## config.mk

```make
export PLATFORM = sky130hd
export DESIGN_NAME = lsu_top
export DESIGN_NICKNAME = d
export VERILOG_FILES = /design/src/rtl/lsu_pkg.sv /design/src/rtl/lsu_top.sv /design/src/rtl/lsu_rdata_align.sv /design/src/rtl/lsu_req_gen.sv /design/src/rtl/lsu_ctrl.sv
export SDC_FILE = /design/constraint.sdc
export NUM_CORES = 1
export LEC_CHECK = 0
export BUFFER_PORTS_ARGS = -buffer_cell sky130_fd_sc_hd__buf_2
export CORE_UTILIZATION = 25
export CTS_BUF_LIST = sky130_fd_sc_hd__clkbuf_8
export DETAILED_ROUTE_END_ITERATION = 8
export PLACE_DENSITY_LB_ADDON = 0.15
export SYNTH_ARGS = -nofsm -noshare
export SYNTH_HDL_FRONTEND = slang
export SYNTH_SLANG_ARGS = --single-unit
```

## constraint.sdc

```tcl
create_clock -name clk_i -period 4.3 [get_ports clk_i]
set_input_delay 0.645 -clock clk_i [delete_from_list [all_inputs] [get_ports clk_i]]
set_output_delay 0.645 -clock clk_i [all_outputs]
set_load 0.02 [all_outputs]
```

## src/rtl/lsu_pkg.sv

```systemverilog
// shared definitions of the load/store unit
// bus widths, access size encoding and control FSM states
package lsu_pkg;

  //////////////////////////////
  // widths
  //////////////////////////////

  // data bus and register width, byte-lane logic assumes 32
  parameter int unsigned DataWidth = 32;
  // one enable per byte lane
  parameter int unsigned BeWidth = DataWidth / 8;
  // byte offset inside a word
  parameter int unsigned OffsetWidth = $clog2(BeWidth);

  //////////////////////////////
  // encodings
  //////////////////////////////

  // access size as given by the pipeline
  typedef enum logic [1:0] {
    TYPE_WORD = 2'b00,
    TYPE_HALF = 2'b01,
    TYPE_BYTE = 2'b10
  } lsu_type_e;

  // control FSM states
  typedef enum logic [2:0] {
    IDLE,
    WAIT_GNT_MIS,
    WAIT_RVALID_MIS,
    WAIT_GNT,
    WAIT_RVALID_MIS_GNTS_DONE
  } ls_fsm_e;

endpackage
```

## src/rtl/lsu_top.sv

```systemverilog
`timescale 1ns/100ps
// load/store unit top level
// control FSM plus request and response datapaths
module lsu_top (
  input  logic                          clk_i,
  input  logic                          rst_ni,
  // core side
  input  logic                          lsu_req_i,
  input  logic                          lsu_we_i,
  input  lsu_pkg::lsu_type_e            lsu_type_i,
  input  logic                          lsu_sign_ext_i,
  input  logic [lsu_pkg::DataWidth-1:0] lsu_addr_i,
  input  logic [lsu_pkg::DataWidth-1:0] lsu_wdata_i,
  output logic                          lsu_req_done_o,
  output logic                          lsu_resp_valid_o,
  output logic                          lsu_rdata_valid_o,
  output logic [lsu_pkg::DataWidth-1:0] lsu_rdata_o,
  output logic                          load_err_o,
  output logic                          store_err_o,
  output logic                          busy_o,
  output logic [lsu_pkg::DataWidth-1:0] addr_last_o,
  // memory side
  output logic                          data_req_o,
  input  logic                          data_gnt_i,
  input  logic                          data_rvalid_i,
  input  logic                          data_bus_err_i,
  output logic [lsu_pkg::DataWidth-1:0] data_addr_o,
  output logic                          data_we_o,
  output logic [lsu_pkg::BeWidth-1:0]   data_be_o,
  output logic [lsu_pkg::DataWidth-1:0] data_wdata_o,
  input  logic [lsu_pkg::DataWidth-1:0] data_rdata_i
);

  logic                            second_part;
  logic                            addr_update;
  logic                            ctrl_update;
  logic                            rdata_update;
  logic                            split_access;
  logic                            we_q;
  logic [lsu_pkg::OffsetWidth-1:0] offset;

  lsu_ctrl u_ctrl (
    .clk_i             (clk_i),
    .rst_ni            (rst_ni),
    .lsu_req_i         (lsu_req_i),
    .split_access_i    (split_access),
    .we_q_i            (we_q),
    .data_gnt_i        (data_gnt_i),
    .data_rvalid_i     (data_rvalid_i),
    .data_bus_err_i    (data_bus_err_i),
    .data_req_o        (data_req_o),
    .second_part_o     (second_part),
    .addr_update_o     (addr_update),
    .ctrl_update_o     (ctrl_update),
    .rdata_update_o    (rdata_update),
    .lsu_req_done_o    (lsu_req_done_o),
    .lsu_resp_valid_o  (lsu_resp_valid_o),
    .lsu_rdata_valid_o (lsu_rdata_valid_o),
    .load_err_o        (load_err_o),
    .store_err_o       (store_err_o),
    .busy_o            (busy_o)
  );

  lsu_req_gen u_req_gen (
    .clk_i          (clk_i),
    .rst_ni         (rst_ni),
    .lsu_addr_i     (lsu_addr_i),
    .lsu_type_i     (lsu_type_i),
    .lsu_we_i       (lsu_we_i),
    .lsu_wdata_i    (lsu_wdata_i),
    .second_part_i  (second_part),
    .addr_update_i  (addr_update),
    .split_access_o (split_access),
    .we_q_o         (we_q),
    .offset_o       (offset),
    .data_addr_o    (data_addr_o),
    .data_we_o      (data_we_o),
    .data_be_o      (data_be_o),
    .data_wdata_o   (data_wdata_o),
    .addr_last_o    (addr_last_o)
  );

  lsu_rdata_align u_rdata_align (
    .clk_i          (clk_i),
    .rst_ni         (rst_ni),
    .ctrl_update_i  (ctrl_update),
    .rdata_update_i (rdata_update),
    .offset_i       (offset),
    .lsu_type_i     (lsu_type_i),
    .lsu_sign_ext_i (lsu_sign_ext_i),
    .data_rdata_i   (data_rdata_i),
    .lsu_rdata_o    (lsu_rdata_o)
  );

endmodule

```

## src/rtl/lsu_rdata_align.sv

```systemverilog
`timescale 1ns/100ps
// response datapath of the load/store unit
// keeps the access attributes and the first response word of a split load,
// then realigns and extends the loaded field
module lsu_rdata_align (
  input  logic                            clk_i,
  input  logic                            rst_ni,
  input  logic                            ctrl_update_i,
  input  logic                            rdata_update_i,
  input  logic [lsu_pkg::OffsetWidth-1:0] offset_i,
  input  lsu_pkg::lsu_type_e              lsu_type_i,
  input  logic                            lsu_sign_ext_i,
  input  logic [lsu_pkg::DataWidth-1:0]   data_rdata_i,
  output logic [lsu_pkg::DataWidth-1:0]   lsu_rdata_o
);

  localparam int unsigned ByteW = 8;
  localparam int unsigned HalfW = lsu_pkg::DataWidth / 2;

  logic [lsu_pkg::OffsetWidth-1:0]       offset_q;
  lsu_pkg::lsu_type_e                    type_q;
  logic                                  sign_ext_q;
  // upper three bytes of the first response word
  logic [lsu_pkg::DataWidth-1:ByteW]     rdata_q;
  logic [2*lsu_pkg::DataWidth-ByteW-1:0] rdata_cat;
  logic [lsu_pkg::DataWidth-1:0]         word_sel;
  logic [HalfW-1:0]                      half_sel;
  logic [ByteW-1:0]                      byte_sel;

  //////////////////////////////
  // captured state
  //////////////////////////////

  always_ff @(posedge clk_i or negedge rst_ni) begin
    if (!rst_ni) begin
      offset_q   <= '0;
      type_q     <= lsu_pkg::TYPE_WORD;
      sign_ext_q <= 1'b0;
    end else if (ctrl_update_i) begin
      offset_q   <= offset_i;
      type_q     <= lsu_type_i;
      sign_ext_q <= lsu_sign_ext_i;
    end
  end

  always_ff @(posedge clk_i) begin
    if (rdata_update_i) begin
      rdata_q <= data_rdata_i[lsu_pkg::DataWidth-1:ByteW];
    end
  end

  //////////////////////////////
  // realignment
  //////////////////////////////

  // saved bytes sit below the current response,
  // a split field starts offset-1 bytes into this string
  assign rdata_cat = {data_rdata_i, rdata_q};

  always_comb begin
    if (offset_q == '0) begin
      word_sel = data_rdata_i;
    end else begin
      word_sel = rdata_cat[{offset_q - 2'd1, 3'b000} +: lsu_pkg::DataWidth];
    end
  end

  always_comb begin
    unique case (offset_q)
      2'd0:    half_sel = data_rdata_i[15:0];
      2'd1:    half_sel = data_rdata_i[23:8];
      2'd2:    half_sel = data_rdata_i[31:16];
      default: half_sel = {data_rdata_i[7:0], rdata_q[31:24]};
    endcase
  end

  // a byte never crosses a word
  assign byte_sel = data_rdata_i[{offset_q, 3'b000} +: ByteW];

  //////////////////////////////
  // extension
  //////////////////////////////

  // top bit of the field fills the upper bits on signed loads
  always_comb begin
    unique case (type_q)
      lsu_pkg::TYPE_WORD: begin
        lsu_rdata_o = word_sel;
      end
      lsu_pkg::TYPE_HALF: begin
        lsu_rdata_o = {{(lsu_pkg::DataWidth - HalfW){sign_ext_q & half_sel[HalfW-1]}},
                       half_sel};
      end
      default: begin
        lsu_rdata_o = {{(lsu_pkg::DataWidth - ByteW){sign_ext_q & byte_sel[ByteW-1]}},
                       byte_sel};
      end
    endcase
  end

  // captured size must be a driven value from the core
  a_type_known: assert property (@(posedge clk_i) disable iff (!rst_ni)
    !$isunknown(type_q));

endmodule

```

## src/rtl/lsu_req_gen.sv

```systemverilog
`timescale 1ns/100ps
// request datapath of the load/store unit
// word-aligned bus address, byte enables and lane-rotated store data,
// plus the last access address kept for trap reporting
module lsu_req_gen (
  input  logic                            clk_i,
  input  logic                            rst_ni,
  input  logic [lsu_pkg::DataWidth-1:0]   lsu_addr_i,
  input  lsu_pkg::lsu_type_e              lsu_type_i,
  input  logic                            lsu_we_i,
  input  logic [lsu_pkg::DataWidth-1:0]   lsu_wdata_i,
  input  logic                            second_part_i,
  input  logic                            addr_update_i,
  output logic                            split_access_o,
  output logic                            we_q_o,
  output logic [lsu_pkg::OffsetWidth-1:0] offset_o,
  output logic [lsu_pkg::DataWidth-1:0]   data_addr_o,
  output logic                            data_we_o,
  output logic [lsu_pkg::BeWidth-1:0]     data_be_o,
  output logic [lsu_pkg::DataWidth-1:0]   data_wdata_o,
  output logic [lsu_pkg::DataWidth-1:0]   addr_last_o
);

  // word index bits of a byte address
  localparam int unsigned WordIdxW = lsu_pkg::DataWidth - lsu_pkg::OffsetWidth;
  // select width into the doubled store word
  localparam int unsigned RotW = $clog2(2 * lsu_pkg::DataWidth);

  logic [lsu_pkg::OffsetWidth-1:0]   offset;
  logic [WordIdxW-1:0]               word_idx;
  logic [2*lsu_pkg::DataWidth-1:0]   wdata_dbl;
  logic [RotW-1:0]                   rot_lo;
  logic [lsu_pkg::DataWidth-1:0]     addr_last_q, addr_last_d;
  logic                              we_q;

  assign offset   = lsu_addr_i[lsu_pkg::OffsetWidth-1:0];
  assign offset_o = offset;

  // word access off alignment, or half-word crossing into the next word
  assign split_access_o =
      ((lsu_type_i == lsu_pkg::TYPE_WORD) && (offset != '0)) ||
      ((lsu_type_i == lsu_pkg::TYPE_HALF) && (offset == '1));

  //////////////////////////////
  // address
  //////////////////////////////

  // second part targets the following word
  assign word_idx    = lsu_addr_i[lsu_pkg::DataWidth-1:lsu_pkg::OffsetWidth] +
                       WordIdxW'(second_part_i);
  assign data_addr_o = {word_idx, {lsu_pkg::OffsetWidth{1'b0}}};
  assign data_we_o   = lsu_we_i;

  //////////////////////////////
  // byte enables
  //////////////////////////////

  always_comb begin
    unique case (lsu_type_i)
      lsu_pkg::TYPE_WORD: begin
        // first part covers offset upwards and the second part the lanes below
        if (second_part_i) begin
          data_be_o = ~({lsu_pkg::BeWidth{1'b1}} << offset);
        end else begin
          data_be_o = {lsu_pkg::BeWidth{1'b1}} << offset;
        end
      end
      lsu_pkg::TYPE_HALF: begin
        // only offset 3 has a second part and it is lane 0
        if (second_part_i) begin
          data_be_o = lsu_pkg::BeWidth'(1);
        end else begin
          data_be_o = lsu_pkg::BeWidth'(2'b11) << offset;
        end
      end
      default: begin
        data_be_o = lsu_pkg::BeWidth'(1) << offset;
      end
    endcase
  end

  //////////////////////////////
  // store data
  //////////////////////////////

  // rotate left by offset bytes as one window into two copies of the word
  assign wdata_dbl    = {lsu_wdata_i, lsu_wdata_i};
  assign rot_lo       = RotW'(lsu_pkg::DataWidth) - RotW'({offset, 3'b000});
  assign data_wdata_o = wdata_dbl[rot_lo +: lsu_pkg::DataWidth];

  //////////////////////////////
  // last address and we
  //////////////////////////////

  // second part address comes from the registered first-part address
  // because the core may already have moved on once both parts are granted
  assign addr_last_d = second_part_i ?
      {addr_last_q[lsu_pkg::DataWidth-1:lsu_pkg::OffsetWidth] + WordIdxW'(1),
       {lsu_pkg::OffsetWidth{1'b0}}} :
      lsu_addr_i;

  always_ff @(posedge clk_i or negedge rst_ni) begin
    if (!rst_ni) begin
      addr_last_q <= '0;
      we_q        <= 1'b0;
    end else if (addr_update_i) begin
      addr_last_q <= addr_last_d;
      // direction is taken with the first grant only
      if (!second_part_i) begin
        we_q <= lsu_we_i;
      end
    end
  end

  assign addr_last_o = addr_last_q;
  assign we_q_o      = we_q;

  // bus address never carries a byte offset
  a_addr_aligned: assert property (@(posedge clk_i) disable iff (!rst_ni)
    data_addr_o[lsu_pkg::OffsetWidth-1:0] == '0);

endmodule

```

## src/rtl/lsu_ctrl.sv

```systemverilog
`timescale 1ns/100ps
// load/store unit control
// issues one or two grant-gated bus requests per access and
// raises the done, response and error strobes towards the core
module lsu_ctrl (
  input  logic clk_i,
  input  logic rst_ni,
  input  logic lsu_req_i,
  input  logic split_access_i,
  input  logic we_q_i,
  input  logic data_gnt_i,
  input  logic data_rvalid_i,
  input  logic data_bus_err_i,
  output logic data_req_o,
  output logic second_part_o,
  output logic addr_update_o,
  output logic ctrl_update_o,
  output logic rdata_update_o,
  output logic lsu_req_done_o,
  output logic lsu_resp_valid_o,
  output logic lsu_rdata_valid_o,
  output logic load_err_o,
  output logic store_err_o,
  output logic busy_o
);

  lsu_pkg::ls_fsm_e state_q, state_d;
  // bus error seen on the first part of a split access
  logic err_q, err_d;
  // final response of the last access not yet returned
  logic pend_q, pend_d;
  logic can_issue;
  logic any_err;

  // a new access may only start once the previous final response is in,
  // which keeps rvalid ordering unambiguous and caps outstanding requests at two
  assign can_issue = ~pend_q | data_rvalid_i;

  //////////////////////////////
  // next state
  //////////////////////////////

  always_comb begin
    state_d        = state_q;
    err_d          = err_q;
    data_req_o     = 1'b0;
    second_part_o  = 1'b0;
    addr_update_o  = 1'b0;
    ctrl_update_o  = 1'b0;
    rdata_update_o = 1'b0;
    lsu_req_done_o = 1'b0;

    unique case (state_q)
      lsu_pkg::IDLE: begin
        if (lsu_req_i && can_issue) begin
          data_req_o = 1'b1;
          err_d      = 1'b0;
          if (data_gnt_i) begin
            ctrl_update_o  = 1'b1;
            addr_update_o  = 1'b1;
            // aligned access is complete on its only grant
            lsu_req_done_o = ~split_access_i;
            state_d = split_access_i ? lsu_pkg::WAIT_RVALID_MIS : lsu_pkg::IDLE;
          end else begin
            state_d = split_access_i ? lsu_pkg::WAIT_GNT_MIS : lsu_pkg::WAIT_GNT;
          end
        end
      end

      lsu_pkg::WAIT_GNT_MIS: begin
        // first part still waiting for the bus
        data_req_o = 1'b1;
        if (data_gnt_i) begin
          ctrl_update_o = 1'b1;
          addr_update_o = 1'b1;
          state_d       = lsu_pkg::WAIT_RVALID_MIS;
        end
      end

      lsu_pkg::WAIT_RVALID_MIS: begin
        // second part goes out while the first response is pending
        data_req_o    = 1'b1;
        second_part_o = 1'b1;
        if (data_rvalid_i) begin
          err_d          = data_bus_err_i;
          rdata_update_o = ~we_q_i;
          if (data_gnt_i) begin
            // keep the first failing address
            addr_update_o  = ~data_bus_err_i;
            lsu_req_done_o = 1'b1;
            state_d        = lsu_pkg::IDLE;
          end else begin
            state_d = lsu_pkg::WAIT_GNT;
          end
        end else if (data_gnt_i) begin
          lsu_req_done_o = 1'b1;
          state_d        = lsu_pkg::WAIT_RVALID_MIS_GNTS_DONE;
        end
      end

      lsu_pkg::WAIT_GNT: begin
        // either an aligned access or the second part of a split one,
        // the core still holds its inputs here
        data_req_o    = 1'b1;
        second_part_o = split_access_i;
        if (data_gnt_i) begin
          ctrl_update_o  = 1'b1;
          addr_update_o  = ~err_q;
          lsu_req_done_o = 1'b1;
          state_d        = lsu_pkg::IDLE;
        end
      end

      lsu_pkg::WAIT_RVALID_MIS_GNTS_DONE: begin
        // both parts granted, first response still due
        second_part_o = 1'b1;
        if (data_rvalid_i) begin
          err_d          = data_bus_err_i;
          addr_update_o  = ~data_bus_err_i;
          rdata_update_o = ~we_q_i;
          state_d        = lsu_pkg::IDLE;
        end
      end

      default: begin
        state_d = lsu_pkg::IDLE;
      end
    endcase
  end

  // set on the final grant wins over a response in the same cycle
  always_comb begin
    pend_d = pend_q;
    if (lsu_req_done_o) begin
      pend_d = 1'b1;
    end else if (lsu_resp_valid_o) begin
      pend_d = 1'b0;
    end
  end

  always_ff @(posedge clk_i or negedge rst_ni) begin
    if (!rst_ni) begin
      state_q <= lsu_pkg::IDLE;
      err_q   <= 1'b0;
      pend_q  <= 1'b0;
    end else begin
      state_q <= state_d;
      err_q   <= err_d;
      pend_q  <= pend_d;
    end
  end

  //////////////////////////////
  // response strobes
  //////////////////////////////

  // final response always lands in IDLE
  assign lsu_resp_valid_o  = (state_q == lsu_pkg::IDLE) & pend_q & data_rvalid_i;
  // merge first-part error with the current one
  assign any_err           = err_q | data_bus_err_i;
  assign lsu_rdata_valid_o = lsu_resp_valid_o & ~any_err & ~we_q_i;
  assign load_err_o        = lsu_resp_valid_o & any_err & ~we_q_i;
  assign store_err_o       = lsu_resp_valid_o & any_err & we_q_i;
  assign busy_o            = (state_q != lsu_pkg::IDLE) | pend_q;

  // state register never leaves the legal encodings
  a_state_valid: assert property (@(posedge clk_i) disable iff (!rst_ni)
    state_q inside {lsu_pkg::IDLE, lsu_pkg::WAIT_GNT_MIS, lsu_pkg::WAIT_RVALID_MIS,
                    lsu_pkg::WAIT_GNT, lsu_pkg::WAIT_RVALID_MIS_GNTS_DONE});

  // once raised the bus request is held until the memory grants it
  a_req_held: assert property (@(posedge clk_i) disable iff (!rst_ni)
    data_req_o && !data_gnt_i |=> data_req_o);

endmodule

```

== After elaboration in Yosys (flattened, before gate mapping) ==
Cells that the tools add are included.
W data, S select, Z words.
Storage, ports and cells
  bits in latches: 0
  flip-flop bits (word level): 67
  ROM bits: 0
  bits in writable memories: 0
  output and inout bits: 140
  input port bits: 106
  memories kept: 0
  word-level logic and storage cells: 112
Cells by class
  divide/modulo/power cells: 0
  bitwise gates (word level): 20
  add/sub/neg operators: 4
  magnitude comparators: 0
  shifts and indexed selects: 6
  equality and inequality tests: 15
  muxes and demuxes: 39
  $mul: 0
  reduce and logical (&&, ||, !) cells: 19
Operator list (count)
  $mux W32: 2
  $pmux W32 S2: 1
  $shiftx A64 B7 Y32: 1
  $shiftx A56 B6 Y32: 1
  $pmux W16 S3: 1
  $shiftx A32 B6 Y8: 1
  $add A30 B1 Y30: 1
  $add A30 B1 Y30 const B: 1
  $mux W3: 7
  $mux W1: 15
  $pmux W3 S5: 1
  $pmux W1 S2: 5
  $and A1 B1 Y1: 9
  $mux W4: 2
  $pmux W4 S2: 1
  $not A1 Y1: 7
  $eq A2 B1 Y1 const B: 3
  $eq A3 B2 Y1 const B: 2
  $logic_not A2 Y1: 3
  $mux W2: 3
  $ne A2 B2 Y1 const B: 3
  $reduce_bool A2 Y1: 3
  $reduce_or A2 Y1: 3
  $sub A6 B5 Y6 const A: 1
  other kinds (20): 26

== Logic depth before layout (Yosys ltp) ==
Gate-level depths: netlist of run 1.
  depth in word-level cells: 8
  mapped depth: 15
  mapped depth without buffers: 11

== Cells and area by module ==
Synthesis of run 1 repeated with hierarchy kept, for this count alone.
Second synthesis, totals
  cells, all modules: 830
  area, all modules: 6887.9 um^2
By module, submodules not included
  lsu_req_gen: seq. area each 825.8 um^2, cells an instance 460, area an instance 3530.9 um^2, times used 1
  lsu_rdata_align: seq. area each 845.8 um^2, cells an instance 312, area an instance 2886.5 um^2, times used 1
  lsu_ctrl: seq. area each 125.1 um^2, cells an instance 58, area an instance 470.5 um^2, times used 1

== Worst setup path after synthesis of run 1 ==
Ideal clock, no wire load.
  kind: input to output
  start point: input lsu_addr_i[0] (netlist bit)
  end point: output data_addr_o[18] (netlist bit)
  slack: 0.338 ns
  stages on the path: 15
  path buffers: 4
  data arrival time: 3.317 ns
  cells stage by stage: clkbuf_1 > inv_1 > clkbuf_1 > ha_1 > nand2b_4 > a32oi_4 > inv_2 > buf_6 > buf_6 > and2_1 > ha_1 > and3_1 > nor2b_1 > nand4_1 > xnor2_1
Between the ends
  longest elaborated chain between the ends: 5
  elaborated cells between the ends (all ways): 7
RTL lines
  start: declaration: line lsu_top.sv:12  | input logic [lsu_pkg::DataWidth-1:0] lsu_addr_i,
  $eq A2 B2 Y1 / $reduce_bool A2 Y1 (equally long branches): line lsu_req_gen.sv:42, lsu_req_gen.sv:41
  $logic_and A1 B1 Y1 (on tied branches): line lsu_req_gen.sv:42, lsu_req_gen.sv:41
  $logic_or A1 B1 Y1 (*): line lsu_req_gen.sv:41  | ((lsu_type_i == lsu_pkg::TYPE_WORD) && (offset != '0)) ||
  $pmux W1 S2 (*): line lsu_ctrl.sv:53  | unique case (state_q)
  $add A30 B1 Y30 (*): line lsu_req_gen.sv:49  | assign word_idx = lsu_addr_i[lsu_pkg::DataWidth-1:lsu_pkg::OffsetWidth] +
  end: declaration: line lsu_top.sv:27  | output logic [lsu_pkg::DataWidth-1:0] data_addr_o,
Mark *: on every way between the ends. The rest lies on a longest branch, timed or not.

== Final worst setup path of run 1 ==
  start point: register u_ctrl.state_q[1]
  end point: output data_addr_o[18] (netlist bit)
Between the ends
  longest elaborated chain between the ends: 4
  elaborated cells between the ends (all ways): 6
RTL lines
  start: declaration: line lsu_ctrl.sv:27  | lsu_pkg::ls_fsm_e state_q, state_d;
  start signal: assignment: line lsu_ctrl.sv:143  | state_q <= lsu_pkg::IDLE;
  start signal: assignment: line lsu_ctrl.sv:147  | state_q <= state_d;
  $eq A3 B2 Y1 / $eq A3 B3 Y1 (equally long branches): line lsu_ctrl.sv:53
  $reduce_or A2 Y1 (no source line)
  $pmux W1 S2 (*): line lsu_ctrl.sv:53
  $add A30 B1 Y30 (*): line lsu_req_gen.sv:49
Marks and branches as above.

==> results of run 1 <==
-- power groups by stage --
stage / Sequential (mW) / Combinational [mW] / Clock (mW)
2_1_floorplan: 1.29 / 3.16 / 0
3_3_place_gp: 1.26 / 4.53 / 0
3_5_place_dp: 1.25 / 4.53 / 0
4_1_cts: 1.24 / 4.54 / 0.619
5_1_grt: 1.29 / 4.96 / 0.637
6_report: 1.24 / 4.51 / 0.594
-- Yosys cell counts (all sizes together), types with 8 or more instances --
library cell / count
and3: 10
ha: 15
nor3: 13
nor2: 70
clkbuf: 27
mux2: 24
nand4: 23
nand2: 100
xnor2: 22
o22ai: 18
dfrtp: 43
xor2: 8
a21oi: 70
nand2b: 9
o21ai: 50
inv: 12
a22oi: 11
edfxtp: 24
mux2i: 49
mux4: 21
o221ai: 23
buf: 44
a222oi: 16
a31oi: 12
nand3: 43
-- how the worst min path moves through the flow --
stage / start / endpoint
finish: rst_ni / u_req_gen.addr_last_o[31]
CTS: rst_ni / u_req_gen.addr_last_o[25]
floorplan: rst_ni / u_ctrl.err_q
global route: rst_ni / u_req_gen.addr_last_o[23]
detailed placement: u_req_gen.addr_last_o[30] / u_req_gen.addr_last_o[30]
global placement: u_req_gen.addr_last_o[30] / u_req_gen.addr_last_o[30]
-- sequential cells by signal, indices dropped and copies added (netlist names) --
register                  flops
u_req_gen.we_q_o              1
u_req_gen.addr_last_o        32
u_rdata_align.rdata_q        24
u_rdata_align.offset_q        2
u_ctrl.state_q                3
u_rdata_align.type_q          2
u_ctrl.err_q                  1
u_ctrl.pend_q                 1
u_rdata_align.sign_ext_q      1
-- kinds of logic (layout without fill, tap and decap cells) --
group	count (synthesis)	after routing	synth area share
xor+xnor	30	30	0.0383
fa+ha+maj	15	15	0.0266
simple gates	296	296	0.208
other cells	1	3	0.000532
compound gates	245	245	0.238
flops	67	67	0.255
buf+inv	84	292	0.0594
mux	94	94	0.175
-- cell usage in the layout, fill, tap and decap left out, types with 14 or more instances in the layout --
cell and count:
o21ai_0 39, o22ai_1 17, nand4_1 21, mux2_2 21
a222oi_1 16, dfrtp_1 42, buf_4 19, nor2_1 68
a21oi_1 70, o221ai_1 23, xnor2_1 22, edfxtp_1 24
mux4_2 21, nand2_1 100, nand3_1 41, ha_1 14
mux2i_1 49, buf_2 243
-- per-layer routing --
layer  share of wire  vias to the layer above
met2            0.46                      262
li1                -                     3591
met4          0.0090                        0
met1            0.47                     3617
met5               0                        -
met3           0.063                       15
-- layout make-up --
cell class / count / area share
sequential: 67 / 0.205
tap: 378 / 0.0540
timing repair buffer: 263 / 0.157
inverter: 13 / 0.00557
clock buffer: 12 / 0.0188
antenna: 1 / 0.000286
clock inverter: 4 / 0.00571
multi-input combinational: 682 / 0.553
-- metrics by stage --
stage / power [mW] / setup WS [ns] / cells / area (um^2)
after floorplan: 4.45 / 0.338 / 833 / 7060
after global placement: 5.79 / 0.818 / 1403 / 8540
after detailed placement: 5.78 / 0.728 / 1403 / 8540
after CTS: 6.40 / 0.618 / 1419 / 8760
after global routing: 6.89 / 0.385 / 1420 / 8760
final: 6.35 / 0.660 / 1420 / 8760
-- critical path: stages (launching register included) --
cell	delay, ns
dfrtp_1	0.62
nor3b_2	0.32
a32oi_4	0.15
inv_2	0.10
and2_1	0.14
ha_1	0.20
and3_1	0.36
nor2b_1	0.26
nand4_1	0.14
xnor2_1	0.15
buf_2	0.18
==> impl_metrics.csv, run 1 <==
group,metric,value,unit
worst_hold_path,hold_path_class,"input pin to asynchronous set/reset pin",
run_status,status,"complete, no violations",
global_route,grt_util_met3,0.0333,
timing,timing.final.crit_share,0.846,
global_route,grtUsageMet2,0.277,
power,p_sw_frac,0.543,
clock_network,cts_setup_buffers,0,
global_route,grt_pass1_vias,7167,
logic_synthesis,synth_ff_type,"dfrtp_1",
logic_synthesis,async_flop_share,0.642,
power,ir_worst_vdd,0.384,mV
clock_network,clock-sinks,67,
global_route,grt_pass1_wl,40400,um
timing,tightest_slew,0.977,ns
layout,finish.utilization,0.315,
job,maxCapViolCount,0,
logic_synthesis,yosysSeqAreaShare,0.255,
die,die_y,170,um
setup_path,crit_fanout,13,
timing,rsz0062_at_grt,"no",
logic_synthesis,ys_warn_count,0,
clock_network,cts_made_buffers,9,
logic_synthesis,synth_top_cell_by_area,"dfrtp_1",
power,clock_power_share,0.094,
global_route,grt_max_degree,79,
clock_network,clockBufferDepth,2,
setup_path,end_kind,"output port",
timing,slew_viol_final,0,
layout,finalNetCount,1157,
setup_path,path_class,"flip-flop to output port",
timing,finClkSkew,0.0135,ns
setup_path,r2r_slack,1.77,ns
placed_design,portBuffers,243,
routing,dr.pass1.iters,8,
clock_network,tritoncts,"yes",
die,die-width,170,um
global_route,gr-usage-met1,0.245,
routing,drcViolationCount,0,
global_route,overflow,0,
power,p_per_area,725,nW/um^2
setup_path,crit_required,3.65,ns
setup_path,crit_arrival,2.99,ns
placed_design,place_congestion,0.821,
clock_network,cts_root_buffer,"clkbuf_8",
timing,fmax,275,MHz
power,power_frac_seq,0.196,
clock_network,ctsHoldBuffers,0,
timing,max_slew_margin,0.343,
timing,finalSetupTns,0,ns
clock_network,clk_pin_slew_worst_paths,0.09,ns
routing,dr_total_vias,7485,
routing,routedWlPerCell,17.9,um
setup_path,rr_startpoint,"u_ctrl.state_q[1]",
logic_synthesis,yosys_register_bits,67,
routing,drt_iter0_markers,647,
power,power.leakage,3.70,nW
power,internal_power,2.90,mW
die,ios,246,
setup_path,crit_path_end,"data_addr_o[18]",
logic_synthesis,syn_area,7050,um^2
setup_path,r2r_cells,7,
layout,register_area,1800,um^2
routing,avgViaCountPerCell,5.27,
routing,finalWirelength,25400,um
placed_design,place_hpwl,18300,um
logic_synthesis,synth-edff-count,24,
die,rows,61,
logic_synthesis,synth_area_per_cell,8.48,um^2
setup_path,reg2reg_to,"u_req_gen.addr_last_o[13]",
power,power_switching,3.45,mW
die,coreArea,27800,um^2
layout,multi_input_area,4850,um^2
logic_synthesis,synth_top_area_frac,0.153,
global_route,antenna_found_initial,1,
global_route,grt-busiest-layer,"met2",
logic_synthesis,yosys-top-cells-area,"dfrtp_1 (15%), edfxtp_1 (10%), mux2i_1 (7.0%)",
logic_synthesis,synth_cell_types,76,
layout,syn_to_final_growth,24.2,%
setup_path,start_kind,"flip-flop",
die,fp.dieArea,28900,um^2
layout,drive_above_1_share,0.340,
routing,ant_nets,0,
layout,num-fill-cells,3066,
setup_path,setup.worst_path.start,"u_ctrl.state_q[1]",
timing,final_hold_viol_count,0,
die,start_util,0.254,
global_route,grtUsageTotal,0.176,
clock_network,h-tree-depth,3,
logic_synthesis,synthCells,832,
timing,hold_slack,0.261,ns
clock_network,clk_latency,0.37,ns
timing,period_needed,3.64,ns
timing,setup_violations,0,
power,power_frac_comb,0.710,
clock_network,cts_resized,0,
Note: power is estimated with default switching activity, not from simulation.
==> inputs of run 2 (changes only) <==
--- a/config.mk
+++ b/config.mk
@@ -5,6 +5,7 @@
 export SDC_FILE = /design/constraint.sdc
 export NUM_CORES = 1
 export LEC_CHECK = 0
+export ABC_AREA = 1
 export BUFFER_PORTS_ARGS = -buffer_cell sky130_fd_sc_hd__buf_2
 export CORE_UTILIZATION = 25
 export CTS_BUF_LIST = sky130_fd_sc_hd__clkbuf_8
==> constraint.sdc (replaced) <==
create_clock -name clk_i -period 3.65 [get_ports clk_i]
set_input_delay 0.5475 -clock clk_i [delete_from_list [all_inputs] [get_ports clk_i]]
set_output_delay 0.5475 -clock clk_i [all_outputs]
set_load 0.02 [all_outputs]
==> run 2 against run 1 <==
Against the previous run:
- combinational power up 25%
- cell count up 35%
- routed wire length up 25%
- critical path type unchanged
- highest routed layer unchanged
==> impl_metrics.csv, run 2 <==
group,metric,value,unit
run_status,status,"complete, no violations",
layout,syn_to_final_growth,23.4,%
clock_network,h-tree-depth,3,
logic_synthesis,netlist_top_cells_count,"nand2_1 (471), o21ai_0 (141), nor2_1 (114)",
die,coreArea,30000,um^2
logic_synthesis,yosys_register_bits,67,
placed_design,place_inst,1905,
timing,setup_violations,0,
clock_network,clk_latency,0.36,ns
clock_network,clock-sinks,67,
die,die-width,177,um
timing,finalSetupTns,0,ns
placed_design,place_congestion,0.874,
setup_path,crit_required,3.10,ns
logic_synthesis,yosys-top-cells-area,"nand2_1 (23%), dfrtp_1 (14%), edfxtp_1 (9.4%)",
global_route,antenna_found_initial,1,
power,power.leakage,4.67,nW
routing,routedWlPerCell,16.5,um
die,die_y,177,um
logic_synthesis,ys_warn_count,0,
global_route,overflow,0,
routing,avgViaCountPerCell,4.88,
routing,finalWirelength,31700,um
clock_network,cts_made_buffers,9,
die,start_util,0.256,
global_route,grt_max_degree,75,
logic_synthesis,synth_top_cell_by_area,"nand2_1",
setup_path,path_class,"flip-flop to output port",
placed_design,post_dp_cell_area,9280,um^2
setup_path,crit_arrival,2.83,ns
setup_path,crit_fanout,25,
layout,finalNetCount,1647,
setup_path,end_kind,"output port",
layout,fin_cells,1922,
timing,hold_slack,0.226,ns
logic_synthesis,synth_top_area_frac,0.230,
timing,tightest_slew,0.768,ns
setup_path,setup.worst_path.start,"u_rdata_align.offset_q[1]",
layout,layout_commonest_cell,"nand2_1",
logic_synthesis,synthCells,1308,
layout,final_cell_mix,"nand2_1 (471), buf_2 (243), o21ai_0 (141), nor2_1 (113), inv_1 (105)",
die,rows,63,
logic_synthesis,synth-edff-count,24,
logic_synthesis,syn_area,7680,um^2
global_route,grtUsageTotal,0.200,
timing,timing.final.crit_share,0.925,
placed_design,place_hpwl,23400,um
logic_synthesis,synth_area_per_cell,5.87,um^2
setup_path,start_kind,"flip-flop",
layout,drive_above_1_share,0.210,
die,fp.dieArea,31400,um^2
setup_path,crit_path_end,"lsu_rdata_o[11]",
routing,drt_iter0_markers,649,
clock_network,cts_setup_buffers,0,
power,ir_worst_vdd,0.340,mV
global_route,grt_pass1_vias,8788,
routing,dr_total_vias,9383,
job,maxCapViolCount,0,
clock_network,clockBufferDepth,2,
power,p_per_area,817,nW/um^2
timing,period_needed,3.38,ns
timing,final_hold_viol_count,0,
global_route,grt_pass1_wl,48900,um
setup_path,reg2reg_to,"u_req_gen.addr_last_o[0]",
clock_network,tritoncts,"yes",
timing,slew_viol_final,0,
logic_synthesis,synth_ff_type,"dfrtp_1",
worst_hold_path,hold_path_class,"input pin to asynchronous set/reset pin",
logic_synthesis,yosysMostFrequentCell,"nand2_1",
logic_synthesis,async_flop_share,0.642,
die,ios,246,
setup_path,rr_startpoint,"u_ctrl.state_q[2]",
timing,fmax,296,MHz
placed_design,portBuffers,243,
routing,dr.pass1.iters,5,
setup_path,r2r_slack,1.53,ns
logic_synthesis,yosysSeqAreaShare,0.234,
setup_path,r2r_cells,8,
logic_synthesis,synth_cell_types,46,
routing,drcViolationCount,0,
layout,stdcell_area,9470,um^2
layout,largest_register_ffs,32,
timing,finClkSkew,0.00903,ns
clock_network,clk_pin_slew_worst_paths,0.08,ns
clock_network,cts_root_buffer,"clkbuf_8",
routing,ant_nets,0,
timing,rsz0062_at_grt,"no",
timing,max_slew_margin,0.487,
==> run 2: cell count changes after synthesis, sizes merged, moves of 17 or more <==
cell    change
o21ai      +98
nor2       +49
mux2       -24
mux4       -21
inv        +99
a21oi      -19
nand2     +379
mux2i      -41
o221ai     -17
nand4      -17
nand3      +57
==> run 2: metrics by stage <==
| step | worst slack (ns) | power (mW) | util |
|---|---|---|---|
| after floorplan | 0.0172 | 5.20 | - |
| after global placement | 0.323 | 7.10 | 0.310 |
| after detailed placement | 0.240 | 7.09 | 0.310 |
| after CTS | 0.145 | 7.77 | 0.316 |
| after global routing | 0.0335 | 8.46 | 0.316 |
| final | 0.274 | 7.74 | 0.316 |
==> run 2: cell type report <==
type	instances	area (um^2)
tap	390	488
antenna	1	2.50
multi-input combinational	1069	5180
inverter	113	424
clock inverter	6	48.8
timing repair buffer	266	1390
clock buffer	10	138
sequential	67	1800
fill	3422	20500
==> run 2: power by group <==
group | total, mW | switching (mW) | internal [mW]
clock | 0.641 | 0.318 | 0.323
sequential | 1.45 | 0.375 | 1.07
combinational | 5.65 | 3.92 | 1.73
total | 7.74 | 4.61 | 3.13
==> run 2: metal layers <==
metal / global-route usage / wire, um / vias to the layer above
li1: - / - / 4734
met1: 0.268 / 14200 / 4203
met2: 0.321 / 14300 / 410
met3: 0.0410 / 2620 / 36
met4: 0.0550 / 518 / 0
met5: 0 / 0 / -
==> run 2: how the worst min path moves through the flow <==
stage	start	to	slack, ns
finish	rst_ni	u_req_gen.addr_last_o[18]	0.23
global route	rst_ni	u_req_gen.addr_last_o[30]	0.25
CTS	rst_ni	u_req_gen.addr_last_o[30]	0.22
detailed placement	u_req_gen.addr_last_o[1]	u_req_gen.addr_last_o[1]	0.49
global placement	u_req_gen.addr_last_o[31]	u_req_gen.addr_last_o[31]	0.51
floorplan	rst_ni	u_ctrl.err_q	0.25
==> run 2: cells by family after synthesis <==
family,share of synthesized area
AOI/OAI and AO/OA,0.183
xor gates and xnor gates,0.0342
adders and majority gates,0.0244
buffers and inverters,0.0945
DFF,0.234
muxes,0.0104
other,0.000489
and+or+nand+nor,0.419
==> run 2: what timing repair did <==
| item | in CTS | in global routing |
|---|---|---|
| gates resized for setup | 0 | 2 |
| setup endpoints to repair | 0 | 2 |
| hold buffers | 0 | 0 |
==> run 2: worst max-delay path, cell delays in order, from the launching register on <==
cell,delay [ns]
dfrtp_1,0.32
buf_4,0.21
clkinv_1,0.11
ha_1,0.24
buf_4,0.25
inv_1,0.60
a21boi_0,0.18
o21ai_0,0.32
buf_2,0.23
==> inputs of run 3 (changes only) <==
==> constraint.sdc (replaced) <==
create_clock -name clk_i -period 4.1 [get_ports clk_i]
set_input_delay 0.615 -clock clk_i [delete_from_list [all_inputs] [get_ports clk_i]]
set_output_delay 0.615 -clock clk_i [all_outputs]
set_load 0.02 [all_outputs]
==> run 3 against run 2 <==
Against the previous run:
- sequential cell count did not move
- global-route usage decreased by 0.17 points
- cell count down 0.10%
- critical path type is now input pin to output port
- critical endpoint is now data_addr_o[21]
- highest routed layer unchanged
==> impl_metrics.csv, run 3 (synthesized netlist as in run 2, its figures left out) <==
group,metric,value,unit
clock_network,clockBufferDepth,2,
power,internal_power,2.84,mW
layout,finalNetCount,1646,
layout,layout_commonest_cell,"nand2_1",
placed_design,place_congestion,0.884,
routing,avgViaCountPerCell,4.87,
clock_network,clock-sinks,67,
setup_path,worst_path_dominant_cell_family,"buffers and inverters",
routing,routedWlPerCell,16.3,um
power,power.leakage,4.66,nW
setup_path,path_class,"input pin to output port",
die,ios,246,
clock_network,h-tree-depth,3,
timing,period_needed,3.79,ns
layout,drive_above_1_share,0.208,
setup_path,start_kind,"input pin",
layout,num-fill-cells,3449,
setup_path,critPathMostFrequentCell,"nand2_1",
timing,setup_violations,0,
global_route,grt_pass1_wl,48600,um
clock_network,cts_made_buffers,9,
clock_network,cts_setup_buffers,0,
layout,diodes,0,
clock_network,tritoncts,"yes",
setup_path,cp_slowest_stage_delay,0.45,ns
worst_hold_path,hold_path_class,"input pin to asynchronous set/reset pin",
die,die-width,177,um
power,clock_power_share,0.090,
die,rows,63,
layout,finish.utilization,0.316,
power,power_switching,4.09,mW
job,maxCapViolCount,0,
routing,drcViolationCount,0,
die,die_y,177,um
placed_design,portBuffers,243,
global_route,grt_pass1_vias,8814,
die,fp.dieArea,31400,um^2
power,p_sw_frac,0.590,
timing,rsz0062_at_grt,"no",
setup_path,end_kind,"output port",
routing,drt_iter0_markers,694,
setup_path,setup.worst_path.start,"lsu_addr_i[0]",
setup_path,r2r_slack,1.97,ns
power,power_frac_comb,0.722,
setup_path,cp_cell_sequence,"buf_2, inv_1, ha_1, inv_1, nand2_1, nand2_1, nand2_1, nand2_4, buf_4, ha_1, nand3_1, nor3_1, xor2_1, buf_2",
die,coreArea,30000,um^2
timing,finClkSkew,0.0168,ns
setup_path,cp_num_buf_inv,5,
die,start_util,0.256,
setup_path,crit_required,3.48,ns
power,ir_worst_vdd,0.366,mV
run_status,status,"complete, no violations",
timing,fmax,264,MHz
clock_network,clk_pin_slew_worst_paths,0.09,ns
routing,finalWirelength,31200,um
clock_network,ctsHoldBuffers,0,
timing,slew_viol_final,0,
routing,ant_nets,0,
timing,timing.final.crit_share,0.924,
global_route,antenna_found_initial,0,
layout,syn_to_final_growth,23.3,%
power,p_per_area,732,nW/um^2
timing,tightest_slew,1.06,ns
setup_path,crit_fanout,53,
timing,finalSetupTns,0,ns
routing,dr_total_vias,9359,
timing,max_slew_margin,0.292,
layout,final_cell_mix,"nand2_1 (471), buf_2 (243), o21ai_0 (141), nor2_1 (114), inv_1 (102)",
global_route,grtUsageTotal,0.198,
setup_path,rr_startpoint,"u_ctrl.state_q[0]",
power,power_frac_seq,0.188,
power,p_total,6.93,mW
clock_network,cts_root_buffer,"clkbuf_8",
global_route,overflow,0,
clock_network,clk_latency,0.36,ns
global_route,grt_max_degree,68,
clock_network,cts_resized,0,
routing,dr.pass1.iters,5,
placed_design,place_hpwl,23600,um
setup_path,crit_arrival,3.18,ns
timing,final_hold_viol_count,0,
setup_path,reg2reg_to,"u_req_gen.addr_last_o[31]",
setup_path,r2r_cells,9,
setup_path,slowest_stage,"buf_4",
layout,largest_register_ffs,32,
## run 3: cell type report
type	instances	area (um^2)	share of cell area
multi-input cells	1069	5170	0.546
flip-flops and latches	67	1800	0.190
repair buffers	265	1380	0.146
well taps	390	488	0.0515
inverters	113	424	0.0448
clock buffers	9	124	0.0131
clock inverters	7	82.6	0.00872
## run 3: how the worst max path moves through the flow
stage                     depth (start not counted)  slack, ns              end
after detailed placement                         14       0.30  data_addr_o[21]
final                                            14       0.31  data_addr_o[21]
after floorplan                                  19       0.01  data_addr_o[16]
after CTS                                        14       0.29  data_addr_o[21]
after global routing                             18       0.02  data_addr_o[16]
after global placement                           14       0.33  data_addr_o[21]
## run 3: through the flow
| stage | setup WS (ns) | cell area, um^2 | hold slack [ns] | instances |
|---|---|---|---|---|
| after floorplan | 0.00967 | 7690 | 0.319 | 1309 |
| after global placement | 0.333 | 9260 | 0.515 | 1904 |
| after detailed placement | 0.298 | 9260 | 0.482 | 1904 |
| after CTS | 0.290 | 9470 | 0.445 | 1920 |
| after global routing | 0.0211 | 9470 | 0.458 | 1920 |
| final | 0.310 | 9470 | 0.436 | 1920 |
## run 3: worst reg2reg max path: stages, from the launching register on
cell and delay, ns:
dfrtp_1 0.50, nand2_1 0.11, nor2_1 0.24, nand2_1 0.14
nand2_4 0.08, buf_4 0.45, nor2_1 0.14, a21oi_1 0.26
nand2_1 0.09, nand2_1 0.07
## run 3: metal layers
metal	track usage	routed length, um	up-vias
met1	0.270	14600	4211
met4	0.0489	458	0
met5	0	0	-
met3	0.0326	2210	30
met2	0.322	14000	393
li1	-	-	4725
## run 3: power by group through the flow
| stage | registers (mW) | logic [mW] | clock network (mW) |
|---|---|---|---|
| finish | 1.30 | 5.01 | 0.622 |
| global route | 1.35 | 5.58 | 0.676 |
| CTS | 1.31 | 5.03 | 0.653 |
| detailed placement | 1.32 | 5.01 | 0 |
| global placement | 1.31 | 5.02 | 0 |
| floorplan | 1.36 | 3.26 | 0 |
